==> config.mk <==
export PLATFORM = sky130hd
export DESIGN_NAME = key_mux
export DESIGN_NICKNAME = d
export VERILOG_FILES = /design/src/hdl/key_mux.sv
export SDC_FILE = /design/constraint.sdc
export NUM_CORES = 1
export LEC_CHECK = 0
export ABC_AREA = 1
export BUFFER_PORTS_ARGS = -buffer_cell sky130_fd_sc_hd__buf_2
export CORE_AREA = 5 5 96 98
export DETAILED_ROUTE_END_ITERATION = 10
export DIE_AREA = 0 0 101 103
export GPL_ROUTABILITY_DRIVEN = 1
export PLACE_DENSITY = 0.74
export REMOVE_ABC_BUFFERS = 1
export SLEW_MARGIN = 20
export SYNTH_ARGS = -nofsm -noshare
export SYNTH_HDL_FRONTEND = slang
export SYNTH_SLANG_ARGS = --single-unit
==> constraint.sdc <==
create_clock -name vclk -period 1.15
set_input_delay 0.2875 -clock vclk [all_inputs]
set_output_delay 0.2875 -clock vclk [all_outputs]
set_load 0.05 [all_outputs]
==> src/hdl/key_mux.sv <==
`timescale 1ns/1ps
`default_nettype none

module key_mux #(
    parameter int  nr_key    = 2,
    parameter int  key_len   = 1,
    parameter type payload_t = logic [63:0]
) (
    input  logic [key_len-1:0]                          key,
    input  logic [nr_key*(key_len+$bits(payload_t))-1:0] lut,
    input  payload_t                                    default_out,
    output payload_t                                    out
);

    localparam int payload_len = $bits(payload_t);
    localparam int pair_len = key_len + payload_len;

    // pair i sits at bits [i*pair_len +: pair_len], key on top.
    always_comb begin
        logic [pair_len-1:0] pair;
        out = default_out;
        for (int i = 0; i < nr_key; i++) begin
            pair = lut[i*pair_len +: pair_len];
            if (pair[pair_len-1 -: key_len] == key) begin
                out = payload_t'(pair[payload_len-1:0]);
            end
        end
    end

endmodule

`default_nettype wire

==> summary.md <==
| Metric | Value |
|---|---|
| Num ports | 259 |
| Status | complete, but fails checks |
| Die area | 10400 sq um |
| Drc violations | 0 |
| Register area | 0 sq um |
| Buffers added on ports | 259 |
| Layout cell share with drive strength beyond 1 | 57.1% |
| Sequential cells | 0 |
| Final #Nets | 894 |
| Dpl hpwl | 7970 um |
| Hold Crit Class | in2out |
| Crit-path cells | buf_12 -> clkinv_8 -> buf_8 -> nand2_8 -> buf_12 -> nand3_1 -> nand3_1 -> nand2_2 -> buf_6 |
| CLK BUF | 0 |
| Final WS setup | -0.445 ns |
| WP data required | 0.86 ns |
| Overall power | 3.49 mW |
| Pin count of the biggest net entering global routing | 34 |
| Critical path type | in2out |
| Die span in x | 101 um |
| Core area | 8380 sq um |
| Hold buffer count at CTS | 0 |
| Row Count | 34 |
| Unrepaired setup endpoints after global routing | yes |
| Dpl ws | -0.535 ns |
| Count of pins over their slew limit | 0 |
| Tmin final | 1.59 ns |
| Worst Setup End Kind | output pin |
| Vert. Die Dim | 103 um |
| Slew HR | 89.7% |
| DR vias | 4098 |
| Worst path slowest cell | buf_12 |
| Post-DRT Antenna Nets | 0 |
| Initial antenna violation count | 1 |
| Cell area after layout | 5150 sq um |
| Startpoint type of the worst setup path | input port |
| Vias in the first global route | 3866 |
| Placed cell areas | 3590 sq um |
| Synth Warn # | 0 |
| Cell area after synthesis | 2100 sq um |
| Peak supply drop | 541 uV |
| CP delay by family, top | buffers and inverters |
| Worst endpoint data arrival time | 1.31 ns |
| Drt initial violations | 248 |
| Drt via density | 5.09 |
| Hold Fails Final Rpt | 0 |
| Violated checks | setup timing |
| Routed WL per cell | 18.4 um |
| Yosys cell types | 12 |
| GPL Wtd Cong | 0.917 |
| Layout area overhead | 146% |
| Seq/Total Area, Yosys | 0% |
| Cells after Synth | 432 |
| WP buf/inv | 5 |
| Congestion Overflow GR | 0 |
| DRT Wirelength | 14800 um |
| GRT Util Overall | 21.9% |
| Setup violators final | 64 |
| Tcrit/Tclk final | 139% |
| Max Freq | 0.627 GHz |
| Global-route wire length before repair | 18600 um |
| Syn avg cell area | 4.85 sq um |
| Leak | 2.96 nW |
| TritonRoute pass-1 iters | 5 |
| Initial core utilization | 25.0% |
| CP max stage delay | 0.16 ns |
| Worst slew pin tran | 0.154 ns |
| Max cap viols | 0 |
| Ant. Diodes | 0 |
| Setup TNS | -25.49 ns |
| Pwr/cell area | 678 nW/um^2 |
| Critical path peak fanout | 16 |
## what timing repair did
action | in CTS | in global routing
endpoints found under the hold margin | 0 | 0
resized for setup | 178 | 107
setup buffers | 6 | 0
setup endpoints to repair | 64 | 64
pin swaps | 38 | 30
gates cloned | 11 | 12
## cells in the final DEF (no fill, tap or decap), types with 4 or more instances in the layout
cell type  instances
nand3b_1          64
nand2_2           48
buf_8             17
nand2_1           73
buf_16            11
nand2_4           10
nand2_8            4
inv_1             64
buf_4              4
nand3_1           98
nand3_2           29
clkbuf_16          8
buf_2            192
buf_12            15
buf_6             54
## routing by layer
metal	up-vias	GRT usage, %	wire length, um
li1	1927	-	-
met1	1860	26.2	5250
met2	265	39.5	7670
met3	44	3.38	1420
met4	2	7.57	442
met5	-	0	13
## metrics by stage
step | hold WS, ns | util, % | std cells
2_1_floorplan | 0.901 | - | 395
3_3_place_gp | 0.960 | 42.8 | 777
3_5_place_dp | 0.961 | 42.8 | 777
4_1_cts | 0.907 | 54.2 | 794
5_1_grt | 0.916 | 61.4 | 805
6_report | 0.903 | 61.4 | 805
## logic make-up after synthesis
logic type	after synthesis	synth area share, %
AND/OR/NAND/NOR	327	78.3
buffers and inverters	105	21.7
## final cells by class
class / count / area [sq um]
repair inverters: 1 / 11.3
repair buffers: 301 / 2660
inverters: 68 / 299
multi-input cells: 327 / 2050
well taps: 108 / 135
fillers: 746 / 3230
## worst paths after layout
kind                  from       to  depth (start not counted)
hold / removal    lut[111]  out[46]                          4
setup / recovery       key  out[50]                          9
## Yosys cell counts
cell	count	share of area, %
inv_2	1	0.18
buf_1	2	0.36
clkbuf_1	4	0.72
buf_2	24	5.7
buf_6	1	0.54
nand3b_1	64	23
inv_1	66	12
buf_4	6	2.1
clkinv_2	1	0.24
nand2_2	5	1.5
nand2_1	130	23
nand3_1	128	31
## power by group
part	switching, mW	total, mW	internal [mW]
Combinational	2.01	3.49	1.48
Sequential	0	0	0
Clock	0	0	0
Total	2.01	3.49	1.48
Note: power is estimated with default switching activity, not from simulation.
