`src/hdl/mem_pkg.sv`:
```
`default_nettype none

package mem_pkg;

    localparam int xlen = 64;
    localparam int inst_width = 32;
    localparam int lane_count = 8;

    // access width as encoded by the core.
    typedef enum logic [1:0] {
        width_b = 2'd0,
        width_h = 2'd1,
        width_w = 2'd2,
        width_d = 2'd3
    } mem_width_e;

    typedef struct packed {
        logic [xlen-1:0] addr;
        mem_width_e      width;
        logic            is_signed;
    } load_req_t;

    typedef struct packed {
        logic [xlen-1:0] addr;
        mem_width_e      width;
        logic [xlen-1:0] data;
    } store_req_t;

    // what the extract stage needs to cut the returned word.
    typedef struct packed {
        logic [2:0] offset;
        mem_width_e width;
        logic       is_signed;
    } load_tag_t;

    typedef struct packed {
        logic [xlen-4:0]       index;
        logic [xlen-1:0]       data;
        logic [lane_count-1:0] byte_en;
    } ram_wr_t;

endpackage

`default_nettype wire

```
`src/hdl/mem_ctrl.sv`:
```
`timescale 1ns/1ps
`default_nettype none

module mem_ctrl #(
    parameter int mem_words = 512
) (
    input  logic                                 clk,
    input  logic                                 rst_n,
    input  logic                                 load_en,
    input  mem_pkg::load_req_t                   load_req,
    input  logic                                 store_en,
    input  mem_pkg::store_req_t                  store_req,
    input  logic [mem_pkg::lane_count-1:0]       store_byte_en,
    input  logic [mem_pkg::xlen-1:0]             store_lane_data,
    output logic                                 ram_ren,
    output logic [$clog2(mem_words)-1:0]         ram_rd_index,
    output logic                                 ram_wen,
    output mem_pkg::ram_wr_t                     ram_wr,
    output mem_pkg::load_tag_t                   load_tag,
    output logic                                 load_valid,
    output logic                                 load_fault,
    output logic                                 store_fault
);
    import mem_pkg::*;

    localparam int index_bits = $clog2(mem_words);
    localparam logic [xlen-4:0] index_mask = (xlen - 3)'(mem_words - 1);

    logic load_aligned;
    logic store_aligned;

    // natural alignment means the offset bits below the access size are zero.
    function automatic logic is_aligned(logic [2:0] offset, mem_width_e width);
        logic [2:0] low_mask;
        case (width)
            width_b: low_mask = 3'b000;
            width_h: low_mask = 3'b001;
            width_w: low_mask = 3'b011;
            default: low_mask = 3'b111;
        endcase
        return (offset & low_mask) == 3'b000;
    endfunction

    assign load_aligned = is_aligned(load_req.addr[2:0], load_req.width);
    assign store_aligned = is_aligned(store_req.addr[2:0], store_req.width);

    assign ram_ren = load_en & load_aligned;
    assign ram_rd_index = load_req.addr[3 +: index_bits];

    // store goes to the ram at the same edge it is sampled.
    assign ram_wen = store_en & store_aligned;
    assign ram_wr.index = store_req.addr[xlen-1:3] & index_mask;
    assign ram_wr.data = store_lane_data;
    assign ram_wr.byte_en = store_byte_en;

    always_ff @(posedge clk) begin
        if (!rst_n) begin
            load_valid <= 1'b0;
            load_fault <= 1'b0;
            store_fault <= 1'b0;
        end else begin
            load_valid <= load_en & load_aligned;
            load_fault <= load_en & ~load_aligned;
            store_fault <= store_en & ~store_aligned;
        end
    end

    // tag lines up with the registered ram read.
    always_ff @(posedge clk) begin
        if (load_en) begin
            load_tag.offset <= load_req.addr[2:0];
            load_tag.width <= load_req.width;
            load_tag.is_signed <= load_req.is_signed;
        end
    end

    a_valid_fault_excl: assert property (
        @(posedge clk) disable iff (!rst_n)
        !(load_valid && load_fault)
    ) else $error("load_valid and load_fault high together");

    // mask comes from store_align.
    a_wen_has_lanes: assert property (
        @(posedge clk) disable iff (!rst_n)
        ram_wen |-> (|ram_wr.byte_en)
    ) else $error("ram write with empty byte enable");

endmodule

`default_nettype wire

```
`config.mk`:
```
export PLATFORM = sky130hd
export DESIGN_NAME = mem_ctrl
export DESIGN_NICKNAME = d
export VERILOG_FILES = /design/src/hdl/mem_pkg.sv /design/src/hdl/mem_ctrl.sv
export SDC_FILE = /design/constraint.sdc
export NUM_CORES = 1
export LEC_CHECK = 0
export ABC_AREA = 1
export BUFFER_PORTS_ARGS = -buffer_cell sky130_fd_sc_hd__buf_2
export CORE_AREA = 8 8 160 162
export CTS_CLUSTER_SIZE = 8
export DETAILED_ROUTE_END_ITERATION = 12
export DIE_AREA = 0 0 168 170
export HOLD_SLACK_MARGIN = 0.05
export PLACE_DENSITY = 0.39
export SLEW_MARGIN = 5
export SYNTH_ARGS = -nofsm -noshare
export SYNTH_HDL_FRONTEND = slang
export SYNTH_SLANG_ARGS = --single-unit
```
`constraint.sdc`:
```
create_clock -name clk -period 0.8 [get_ports clk]
set_input_delay 0.08 -clock clk [delete_from_list [all_inputs] [get_ports clk]]
set_output_delay 0.08 -clock clk [all_outputs]
set_load 0.01 [all_outputs]
```
==> metrics.md <==
| Metric | Value |
|---|---|
| Status | `complete, but fails checks` |
| Failing checks | `negative setup slack` |
| Total Routing Usage GR | `1.46%` |
| Final setup margin | `-0.00499 ns` |
| Post-DP HPWL | `2.16 mm` |
| Largest net degree at the start of global routing | `6` |
| CTS Root Cell | `clkbuf_16` |
| DRT Pass-1 Iters | `2` |
| N_diodes | `0` |
| Arr. time, crit path | `0.72 ns` |
| Min Tclk post-route | `0.805 ns` |
| VDD IR max | `759 µV` |
| Die height | `170 µm` |
| CP Class | `reg2out` |
| Worst path max stage delay | `0.35 ns` |
| Worst setup SP type | `register` |
| Unrepaired setup endpoints after global routing | `yes` |
| Initial Util | `6.08%` |
| Critical path capture point type | `output port` |
| Seq/Total Area, Yosys | `17.1%` |
| Buf/Inv on CP | `1` |
| Mean Syn Cell Area | `8.01 µm²` |
| Netlist Area Pre-Place | `0.00140 mm²` |
| Area growth syn-to-layout | `-18.6%` |
| Post-DR vias/cell | `1.42` |
| First-pass GRT wire length | `3.22 mm` |
| Crit-path cells | `buf_2` |
| CTS Sinks | `9` |
| Htree depth | `1` |
| Tcrit/Tclk final | `101%` |
| Final WL | `2.46 mm` |
| Worst path top cell family by delay | `flip-flops` |
| Vias | `579` |
| Row cnt | `56` |
| Worst Path Required | `0.72 ns` |
| Post-detailed-route count of antenna-violating nets | `0` |
| I/O pin cnt | `426` |
| Clock slew at reported path FFs | `0.04 ns` |
| Power density over cell area | `1490 mW/mm²` |
| Final nets | `391` |
| Number of buffer cells added on primary ports | `25` |
| CTS tree | `done` |
| Setup violations, final | `3` |
| Clock buffer depth | `2` |
| Pre-CTS setup slack | `0.0613 ns` |
| Critical path's slowest cell | `edfxtp_1` |
| Synth unique cells | `9` |
| Full die area | `0.0286 mm²` |
| Chip width | `168 µm` |
| CTS Buf Count | `3` |
| Total of max-cap violations | `0` |
| HP Class | `in2reg` |
| Layout cells sized above 1 | `29.1%` |
| Multi-input gate area | `282 µm²` |
| CP max FO | `1` |
| Post-Synthesis Cells | `175` |
| Peak Freq | `1240 MHz` |
| Post-DR wirelength/cell | `6.04 µm` |
| Post-CTS Setup Repair Bufs | `0` |
| Seq cells post-synth | `9` |
| Fillers | `2734` |
| DRC | `0` |
| Final hold violation count | `0` |
| Vias in the first global route | `631` |
| Global route overflow | `0` |
| Hold WS | `0.0546 ns` |
| Static leakage | `0.477 nW` |
| DR iter-0 viols | `20` |
| GPL Wtd Cong | `0.691` |
| Yosys warns | `0` |
| Max-slew violations | `0` |
| Initial antenna violation count | `0` |
| Register Area | `240 µm²` |
| Core region area | `0.0231 mm²` |
layer usage:
metal  track usage [%]  share of wire (%)  vias to the layer above
met2              2.03                 38                       88
met3              1.09                 22                       46
li1                  -                  -                      219
met1             0.824                 24                      226
met5                 0                  0                        -
met4              2.99                 16                        0
timing repair:
item	CTS	global route
pin swaps	0	3
gates resized for setup	0	4
hold buffers	2	0
endpoints found under the hold margin	2	0
setup endpoints to repair	4	7
power by group:
group | switching (mW) | total [mW] | internal, mW
Sequential | 0.00524 | 0.538 | 0.533
Combinational | 0.204 | 0.284 | 0.0794
Clock | 0.212 | 0.877 | 0.665
kinds of logic after synthesis:
group | count (synthesis) | share of synthesized area (%)
and+or+nand+nor | 16 | 4.46
DFF | 9 | 17.1
other | 1 | 0.267
buffers and inverters | 146 | 77.1
AOI/OAI and AO/OA | 3 | 1.07
layout make-up:
class                           instances  share of cell area (%)
Multi-Input combinational cell         71                    24.7
Timing Repair Buffer                   29                    14.3
Inverter                                4                    1.32
Tap cell                              290                    31.8
Sequential cell                         9                    21.1
Clock buffer                            4                    6.91
final timing paths:
path | startpoint | endpoint | cells after the start | slack, ns
setup / recovery | load_tag[0] | load_tag[0] | 1 | -0.005
hold / removal | load_req[3] | load_tag[3] | 1 | 0.05
cells in the mapped netlist, drive strengths merged:
cell type  number  area share, %
nor2            4            1.1
conb            1           0.27
buf           142             76
nand2          12            3.4
dfxtp           3            4.3
inv             4            1.1
edfxtp          6             13
a21oi           3            1.1
registers in the layout (all words and copies together), names as in the netlist:
name and cells:
load_fault 1, load_valid 1, load_tag 6, store_fault 1
placed cells by master (no fill, tap or decap):
master and instances:
edfxtp_1 6, nand2_1 10, nor2_1 3, nor2_2 1, dlygate4sd3_1 2, clkbuf_1 1
inv_1 4, conb_1 52, buf_2 24, a21oi_1 2, clkbuf_16 3, a21oi_2 1
buf_4 3, nand2_2 2, dfxtp_1 3
through the flow:
step / instances / util (%) / TNS [ns] / instance area (µm²) / total power, mW
after floorplan: 226 / - / 0 / 1590 / 1.36
after global placement: 401 / 4.47 / 0 / 1030 / 0.807
after detailed placement: 401 / 4.47 / 0 / 1030 / 0.807
after CTS: 407 / 4.90 / -0.0265 / 1130 / 1.70
after global routing: 407 / 4.95 / -0.177 / 1140 / 1.78
final: 407 / 4.95 / -0.00784 / 1140 / 1.70
(Power assumes the default switching activity.)
