**src/hdl/mem_pkg.sv**
```systemverilog
`default_nettype none

package mem_pkg;

    localparam int xlen = 64;
    localparam int inst_width = 32;
    localparam int lane_count = 8;

    // access width as encoded by the core.
    typedef enum logic [1:0] {
        width_b = 2'd0,
        width_h = 2'd1,
        width_w = 2'd2,
        width_d = 2'd3
    } mem_width_e;

    typedef struct packed {
        logic [xlen-1:0] addr;
        mem_width_e      width;
        logic            is_signed;
    } load_req_t;

    typedef struct packed {
        logic [xlen-1:0] addr;
        mem_width_e      width;
        logic [xlen-1:0] data;
    } store_req_t;

    // what the extract stage needs to cut the returned word.
    typedef struct packed {
        logic [2:0] offset;
        mem_width_e width;
        logic       is_signed;
    } load_tag_t;

    typedef struct packed {
        logic [xlen-4:0]       index;
        logic [xlen-1:0]       data;
        logic [lane_count-1:0] byte_en;
    } ram_wr_t;

endpackage

`default_nettype wire

```
**src/hdl/store_align.sv**
```systemverilog
`timescale 1ns/1ps
`default_nettype none

module store_align (
    input  mem_pkg::store_req_t               store_req,
    output logic [mem_pkg::lane_count-1:0]    store_byte_en,
    output logic [mem_pkg::xlen-1:0]          store_lane_data
);
    import mem_pkg::*;

    logic [2:0]            offset;
    logic [lane_count-1:0] base_mask;

    assign offset = store_req.addr[2:0];

    // replicate the low bytes so the addressed lanes carry them.
    always_comb begin
        case (store_req.width)
            width_b: store_lane_data = {lane_count{store_req.data[7:0]}};
            width_h: store_lane_data = {(lane_count / 2){store_req.data[15:0]}};
            width_w: store_lane_data = {(lane_count / 4){store_req.data[31:0]}};
            default: store_lane_data = store_req.data;
        endcase
    end

    always_comb begin
        case (store_req.width)
            width_b: base_mask = 8'h01;
            width_h: base_mask = 8'h03;
            width_w: base_mask = 8'h0f;
            default: base_mask = 8'hff;
        endcase
    end

    // misaligned shifts lose bits, but those stores never reach the ram.
    assign store_byte_en = base_mask << offset;

endmodule

`default_nettype wire

```
**config.mk**
```make
export PLATFORM = sky130hd
export DESIGN_NAME = store_align
export DESIGN_NICKNAME = d
export VERILOG_FILES = /design/src/hdl/mem_pkg.sv /design/src/hdl/store_align.sv
export SDC_FILE = /design/constraint.sdc
export NUM_CORES = 1
export LEC_CHECK = 0
export BUFFER_PORTS_ARGS = -buffer_cell sky130_fd_sc_hd__buf_2
export CAP_MARGIN = 20
export CORE_AREA = 2 2 79 81
export DETAILED_ROUTE_END_ITERATION = 10
export DIE_AREA = 0 0 81 83
export PLACE_DENSITY_LB_ADDON = 0.12
export REMOVE_ABC_BUFFERS = 1
export SETUP_SLACK_MARGIN = 0.15
export SYNTH_ARGS = -nofsm -noshare
export SYNTH_HDL_FRONTEND = slang
export SYNTH_SLANG_ARGS = --single-unit
```
**constraint.sdc**
```tcl
create_clock -name vclk -period 0.8
set_input_delay 0.08 -clock vclk [all_inputs]
set_output_delay 0.08 -clock vclk [all_outputs]
set_load 0.05 [all_outputs]
```
==> results of run 1 <==
cell families (layout without fill, tap and decap cells):
group                  Yosys count  count (layout)  share of synthesized area
muxes                           48              48                     0.4382
buffers and inverters           32             209                     0.1740
AOI/OAI and AO/OA               53              53                     0.2653
and+or+nand+nor                 28              28                     0.1225
worst paths after layout:
check / start / to / slack (ps) / depth (start not counted)
worst max-delay path: store_req[64] / store_byte_en[6] / -370 / 6
worst min-delay path: store_req[66] / store_byte_en[0] / 510 / 3
metal layers:
| layer | up-vias | global-route usage | wire (microns) |
|---|---|---|---|
| li1 | 931 | - | - |
| met1 | 877 | 0.2071 | 2568 |
| met2 | 91 | 0.2825 | 2974 |
| met3 | 2 | 0.02826 | 454 |
| met4 | 0 | 0.006163 | 11 |
| met5 | - | 0 | 0 |
timing repair:
action,in CTS,in global routing
cloned,5,0
buffers inserted,5,6
gates resized for setup,178,50
pin swaps,18,12
endpoints found under the setup margin,65,67
cell type report:
class	count	area, sq um	share of cell area
Tap cell	75	93.84	0.02966
Inverter	10	37.54	0.01186
Timing Repair Buffer	199	1778	0.5619
Multi-Input combinational cell	129	1255	0.3966
critical path: stages:
cell and delay, ps:
buf_12 90, buf_12 120, nor2_4 50, a21o_1 150, a222oi_1 340, buf_4 260
metrics by stage:
stage,instances,power [mW],area [sq um],utilization,setup slack [ps]
6_report,413,3.100,3164,0.5441,-371.9
5_1_grt,413,3.239,3164,0.5441,-400.4
4_1_cts,407,2.933,2937,0.5049,-377.4
3_5_place_dp,397,2.297,2152,0.3701,-541.8
3_3_place_gp,397,2.299,2152,0.3701,-519.0
2_1_floorplan,139,1.398,999.7,-,-905.4
power groups by stage:
stage	clock network (mW)	registers, mW	logic [mW]
finish	0	0	3.10
global route	0	0	3.24
CTS	0	0	2.93
detailed placement	0	0	2.30
global placement	0	0	2.30
floorplan	0	0	1.40
layout by cell type (no fill, tap or decap), types with 6 or more instances in the layout:
| cell type | Yosys | routed |
|---|---|---|
| mux2_2 | 24 | 8 |
| buf_4 | 9 | 59 |
| buf_2 | 8 | 72 |
| mux2i_1 | 24 | 22 |
| a21oi_1 | 36 | 19 |
| buf_12 | 1 | 8 |
| buf_6 | 3 | 31 |
| a21oi_2 | 0 | 16 |
| mux2_4 | 0 | 16 |
| buf_8 | 0 | 21 |
| inv_1 | 10 | 9 |
| a211oi_2 | 0 | 6 |
| nor2_1 | 10 | 8 |
==> results.ini, run 1 <==
[route]
routed_wl_mm=6.009
route.detailed.drc=0
firstDrtPassIters=4
drt-wirelength-per-cell_microns=14.55
routed_via_density=4.603
drt_iter0_drc=30
routed-via-count=1901
detail-route-antenna-nets=0

[critical_path]
critPathKind=in -> out
crit_path_max_fanout=7
worstSetupStartpointType=input port
cp.arrival_ps=1090
critPathCaptureType=primary output
required_ps=720

[placed_design]
routabilityCongestion=0.7361
place.port_buffers=141
dpl.hpwl_mm=3.942

[grt]
grt_first_pass_wirelength_mm=8.887
gr-total-overflow=0
grt_max_degree=22
antenna_found_initial=0
grt_usage=0.1588
grt_pass1_vias=1868

[synth]
synth.largest_area_cell=mux2_2
yosysMostFrequentCell=a21oi_1
synth.avg_cell_area_sq_um=7.235
synth_top_area_frac=0.2320
ys_seq_area_frac=0
yosys-top-cells-count=a21oi_1 (36), mux2_2 (24), mux2i_1 (24), a211oi_1 (11)
synth_area_sq_mm=0.001165
ys.warnings.count=0
synthTopCellsByArea=mux2_2 (23%), mux2i_1 (21%), a21oi_1 (15%), a211oi_1 (7.1%), buf_4 (5.8%)
syn_inst=161
synth_cell_types=23

[power_and_ir_drop]
power_frac_comb=1.000
p_switching_mw=1.802
p_leak_nw=1.600
p_int_mw=1.299
pwr-share-clk=0
irDropWorstVdd_mv=0.6426
p_seq_frac=0
powerDensity_mw_per_mm2=979.8
p_sw_frac=0.5812

[final_layout]
design.seq.count=0
drive_gt1_frac=0.7929
synthToLayoutAreaGrowth_pct=171.6
nClkBuffers=0
fin_nets=470
n_antenna_cell=0
seq_area_sq_um=0
fill_cells=547

[floorplan]
die_x_microns=81
dieArea_sq_mm=0.006723
fp-row-count=28
core_sq_mm=0.005816
die_h_microns=83
ios=202
initial_core_util=0.2003

[timing]
finalHoldViolCount=0
max_freq_mhz=853.4
tightest_slew_ps=309.8
post-route-period-util=1.465
maxSlewViolCount=0
grt_setup_unrepaired=true
relSlewSlack=0.7935
fin_tns_setup_ps=-17490
fin_crit_ps=1172
setup-violations-final=63
fin_hold_ws_ps=505.1
setup_ws_ps=-371.9

[status]
violations=setup timing
status=complete, but fails checks

[clocking]
postCtsHoldBufs=0

[worst_hold_path]
hp-class=in -> out

[job]
maxCapViolCount=0

Note: power is estimated with default switching activity, not from simulation.
==> run 2, diff against run 1 <==
Settings changed: PLACE_DENSITY from default to 0.7, PLACE_DENSITY_LB_ADDON 0.12 to default.
==> run 2 against run 1 <==
The flow still finishes with violations (setup timing). Design area grew 4.8%. Global-route usage grew 0.18 points. Non-clock buffer count grew 7. Count of clock-buffer cells in the layout is the same.
==> results.ini, run 2 (synthesized netlist as in run 1, its figures left out) <==
[power_and_ir_drop]
pwr-share-clk=0  ; unchanged
p_sw_frac=0.5723  ; -0.008863
irDropWorstVdd_mv=0.5524  ; -14%
powerDensity_mw_per_mm2=963.2  ; -1.7%
p_switching_mw=1.828  ; +1.4%
p_leak_nw=1.686  ; +5.3%
p_seq_frac=0  ; unchanged
p_total_mw=3.194  ; +3.0%
p_int_mw=1.366  ; +5.2%
power_frac_comb=1.000  ; about the same

[worst_hold_path]
hp-class=in -> out
hold_depth=3  ; unchanged

[timing]
grt_setup_unrepaired=true
maxSlewViolCount=0  ; unchanged
setup-violations-final=64  ; +1.6%
post-route-period-util=1.366  ; -0.09884
tightest_slew_ps=310.2  ; +0.3406 ps
max_freq_mhz=915.1  ; +7.2%
relSlewSlack=0.7932  ; about the same
fin_crit_ps=1093  ; -79.07 ps
fin_tns_setup_ps=-13610  ; +3873 ps
setup_ws_ps=-292.8  ; +79.07 ps
finalHoldViolCount=0  ; unchanged

[final_layout]
design.seq.count=0  ; unchanged
synthToLayoutAreaGrowth_pct=184.6
seq_area_sq_um=0  ; unchanged
final_cells=420  ; +1.7%
mostFrequentLayoutCell=buf_2
nClkBuffers=0  ; unchanged
fin_nets=477  ; +1.5%
layout.cells.most_common_list=buf_2 (65), buf_4 (61), buf_6 (40)
fill_cells=501  ; -8.4%
drive_gt1_frac=0.7826  ; -0.01029
n_antenna_cell=0  ; unchanged
multiInputGateArea_sq_mm=0.001277  ; +1.8%

[route]
route.detailed.drc=0  ; unchanged
detail-route-antenna-nets=0  ; unchanged
routed_wl_mm=6.357  ; +5.8%
drt_iter0_drc=53  ; +77%
firstDrtPassIters=4  ; unchanged
routed_via_density=4.648  ; +0.97%
routed-via-count=1952  ; +2.7%
drt-wirelength-per-cell_microns=15.14  ; +4.0%

[critical_path]
required_ps=720  ; about the same
critPathCaptureType=primary output
cp.arrival_ps=1010  ; -80 ps
crit_path_start=store_req[64]
worstSetupStartpointType=input port
worstSetupEndpoint=store_lane_data[15]
critPathKind=in -> out
path_cells=buf_12 > nor2_4 > buf_8 > mux2_2 > buf_6
slowest_stage=mux2_2
critPathMaxStageDelay_ps=350  ; about the same
crit_path_max_fanout=6  ; -1

[status]
violations=setup timing
status=complete, but fails checks

[placed_design]
routabilityCongestion=0.7734  ; +5.1%
place.port_buffers=141  ; unchanged
dp.cells=396  ; -0.25%
dpl.hpwl_mm=4.170  ; +5.8%

[floorplan]
die_x_microns=81  ; unchanged
fp-row-count=28  ; unchanged
dieArea_sq_mm=0.006723  ; unchanged
core_sq_mm=0.005816  ; unchanged
die_h_microns=83  ; unchanged
initial_core_util=0.2003  ; unchanged
ios=202  ; unchanged

[grt]
antenna_found_initial=0  ; unchanged
grt_pass1_vias=1936  ; +3.6%
gr-total-overflow=0  ; unchanged
grt_max_degree=16  ; -27%
grt_first_pass_wirelength_mm=8.818  ; -0.78%
grt_usage=0.1606  ; +0.001795

[job]
maxCapViolCount=0  ; unchanged

run 2: cell types whose count changed in the layout (fill, tap and decap cells not counted), moves of 4 or more:
cell and delta:
a21oi_1 +4, a21oi_2 -4, buf_2 -7, buf_6 +9
buf_8 +4, clkbuf_16 +4, mux2_2 -6, mux2_4 +6
run 2: area by class of cell:
class	count	share of cell area
inverters	10	0.01132
multi-input cells	129	0.3853
well taps	75	0.02830
repair buffers	206	0.5751
run 2: per-layer routing:
| layer | vias to the layer above | track usage | share of wire |
|---|---|---|---|
| li1 | 948 | - | - |
| met1 | 902 | 0.1830 | 0.39 |
| met2 | 88 | 0.3156 | 0.54 |
| met3 | 14 | 0.009783 | 0.045 |
| met4 | 0 | 0.03390 | 0.029 |
| met5 | - | 0 | 0 |
run 2: power groups by stage:
stage	Sequential, mW	Combinational (mW)	Clock (mW)
final	0	3.19	0
after CTS	0	2.85	0
after detailed placement	0	2.28	0
after floorplan	0	1.40	0
after global placement	0	2.26	0
after global routing	0	3.34	0
run 2: how the worst min path moves through the flow:
stage	from	to
after floorplan	store_req[0]	store_lane_data[0]
after global placement	store_req[27]	store_lane_data[27]
after detailed placement	store_req[27]	store_lane_data[27]
after CTS	store_req[37]	store_lane_data[37]
after global routing	store_req[37]	store_lane_data[37]
final	store_req[37]	store_lane_data[37]
run 2: worst max-delay path: cells and delay by family:
family	cells	cell delay, ps
buf+inv	3	430
mux	1	350
simple gates	1	150
run 2: what timing repair did:
item / CTS / global route
pin swaps: 25 / 10
gates resized for setup: 180 / 85
setup endpoints to repair: 64 / 70
setup buffers: 6 / 13
gates cloned: 1 / 4
hold buffers: 0 / 0
run 2: metrics by stage:
step	hold slack, ps	instance area, sq um	utilization	setup WS, ps
floorplan	160.0	999.7	-	-905.4
global placement	552.2	2120	0.3645	-508.6
detailed placement	554.3	2120	0.3645	-506.7
CTS	512.8	2813	0.4836	-285.7
global route	527.1	3316	0.5701	-343.1
finish	510.0	3316	0.5701	-292.8
==> run 3, diff against run 2 <==
Settings changed: RECOVER_POWER from default to 25.
==> run 3 against run 2 <==
Total power down 0.11%. Wire length about the same. Die area unchanged. Critical path type unchanged. Maximum frequency stayed put. Worst setup slack is the same. Count of clock-buffer cells in the layout did not move. Combinational power hardly changed. Non-clock buffer count unchanged. Worst hold slack is the same. First-iteration DRC count is the same. Design area shrank 0.15%. The run still ends with setup timing left. Via count stayed put. Highest routed layer unchanged.
==> results.ini, run 3 (synthesized netlist as in run 1, its figures left out) <==
[power_and_ir_drop]
irDropWorstVdd_mv=0.5522  ; about the same
p_leak_nw=1.684  ; about the same
powerDensity_mw_per_mm2=963.7  ; about the same

[final_layout]
layout.cells.most_common_list=buf_2 (65), buf_4 (59), buf_6 (40)
multiInputGateArea_sq_mm=0.001277  ; unchanged
synthToLayoutAreaGrowth_pct=184.2
fill_cells=503  ; +0.40%
mostFrequentLayoutCell=buf_2
nClkBuffers=0  ; unchanged
fin_nets=477  ; unchanged
drive_gt1_frac=0.7826  ; unchanged
design.seq.count=0  ; unchanged
n_antenna_cell=0  ; unchanged
seq_area_sq_um=0  ; unchanged

[floorplan]
core_sq_mm=0.005816  ; unchanged
initial_core_util=0.2003  ; unchanged
ios=202  ; unchanged
die_x_microns=81  ; unchanged
fp-row-count=28  ; unchanged
dieArea_sq_mm=0.006723  ; unchanged
die_h_microns=83  ; unchanged

[timing]
fin_tns_setup_ps=-13610  ; unchanged
setup_ws_ps=-292.8  ; unchanged
tightest_slew_ps=310.2  ; unchanged
max_freq_mhz=915.1  ; unchanged
setup-violations-final=64  ; unchanged
post-route-period-util=1.366  ; unchanged
relSlewSlack=0.7932  ; unchanged
maxSlewViolCount=0  ; unchanged
finalHoldViolCount=0  ; unchanged
grt_setup_unrepaired=true
fin_crit_ps=1093  ; unchanged
fin_hold_ws_ps=510.0  ; unchanged

[route]
route.detailed.drc=0  ; unchanged
routed_wl_mm=6.355  ; about the same
drt_iter0_drc=53  ; unchanged
firstDrtPassIters=4  ; unchanged
drt-wirelength-per-cell_microns=15.13  ; about the same
routed-via-count=1952  ; unchanged
routed_via_density=4.648  ; unchanged
detail-route-antenna-nets=0  ; unchanged

[placed_design]
place.port_buffers=141  ; unchanged
dpl.hpwl_mm=4.170  ; unchanged
routabilityCongestion=0.7734  ; unchanged

[grt]
antenna_found_initial=0  ; unchanged
grt_pass1_vias=1936  ; unchanged
grt_max_degree=16  ; unchanged
grt_first_pass_wirelength_mm=8.818  ; unchanged
gr-total-overflow=0  ; unchanged
grt_usage=0.1606  ; unchanged

[critical_path]
worstSetupStartpointType=input port
critPathKind=in -> out
slowest_stage=mux2_2
required_ps=720  ; about the same
worstSetupEndpoint=store_lane_data[15]
critPathCaptureType=primary output
cp.arrival_ps=1010  ; about the same
critPathMaxStageDelay_ps=350  ; about the same
path_cells=buf_12 > nor2_4 > buf_8 > mux2_2 > buf_6
crit_path_start=store_req[64]
worst-path-stages=5  ; unchanged
crit_path_max_fanout=6  ; unchanged
crit_family=buffers and inverters
worst-path-buf-inv=3  ; unchanged

[status]
violations=setup timing
status=complete, but fails checks

[clocking]
postCtsHoldBufs=0  ; unchanged

[worst_hold_path]
hp-class=in -> out

[job]
maxCapViolCount=0  ; unchanged

[run 3: cell count changes in the layout (fill, tap and decap cells not counted), sizes merged]
cell    before  now
clkbuf       7    9
buf        199  197
[run 3: worst min path at each step]
| stage | from | endpoint | slack, ps | cells past startpoint |
|---|---|---|---|---|
| floorplan | store_req[0] | store_lane_data[0] | 160 | 0 |
| global placement | store_req[27] | store_lane_data[27] | 550 | 4 |
| detailed placement | store_req[27] | store_lane_data[27] | 550 | 4 |
| CTS | store_req[37] | store_lane_data[37] | 510 | 3 |
| global route | store_req[37] | store_lane_data[37] | 530 | 3 |
| finish | store_req[37] | store_lane_data[37] | 510 | 3 |
[run 3: power breakdown]
group | internal [mW] | leakage (nW) | switching, mW
combinational | 1.36 | 1.68 | 1.83
sequential | 0 | 0 | 0
clock | 0 | 0 | 0
total | 1.36 | 1.68 | 1.83
[run 3: stage by stage]
step,setup WS [ps],cells,cell area (sq um),utilization,total power [mW]
floorplan,-905.4,139,999.7,-,1.398
finish,-292.8,420,3311,0.5693,3.190
detailed placement,-506.7,396,2120,0.3645,2.284
global route,-343.1,420,3311,0.5693,3.335
CTS,-285.7,403,2813,0.4836,2.849
global placement,-508.6,396,2120,0.3645,2.259
[run 3: tightest hold or removal path, cell delays in order]
cell and delay [ps]:
buf_2 70, mux2_4 140, buf_8 140
[run 3: routing by layer]
layer / GRT usage / wire, microns / vias up
li1: - / - / 948
met1: 0.1830 / 2472 / 902
met2: 0.3156 / 3411 / 88
met3: 0.009783 / 287 / 14
met4: 0.03390 / 184 / 0
met5: 0 / 0 / -
[run 3: cell type report]
cell class	instances	area share
Tap cell	75	0.02834
Multi-Input combinational cell	129	0.3859
Inverter	10	0.01134
Timing Repair Buffer	206	0.5744
[run 3: what timing repair did]
action,in CTS,in global routing
gates cloned,1,4
pin swaps,25,10
setup endpoints to repair,64,70
resized for setup,180,85
buffers inserted,6,13
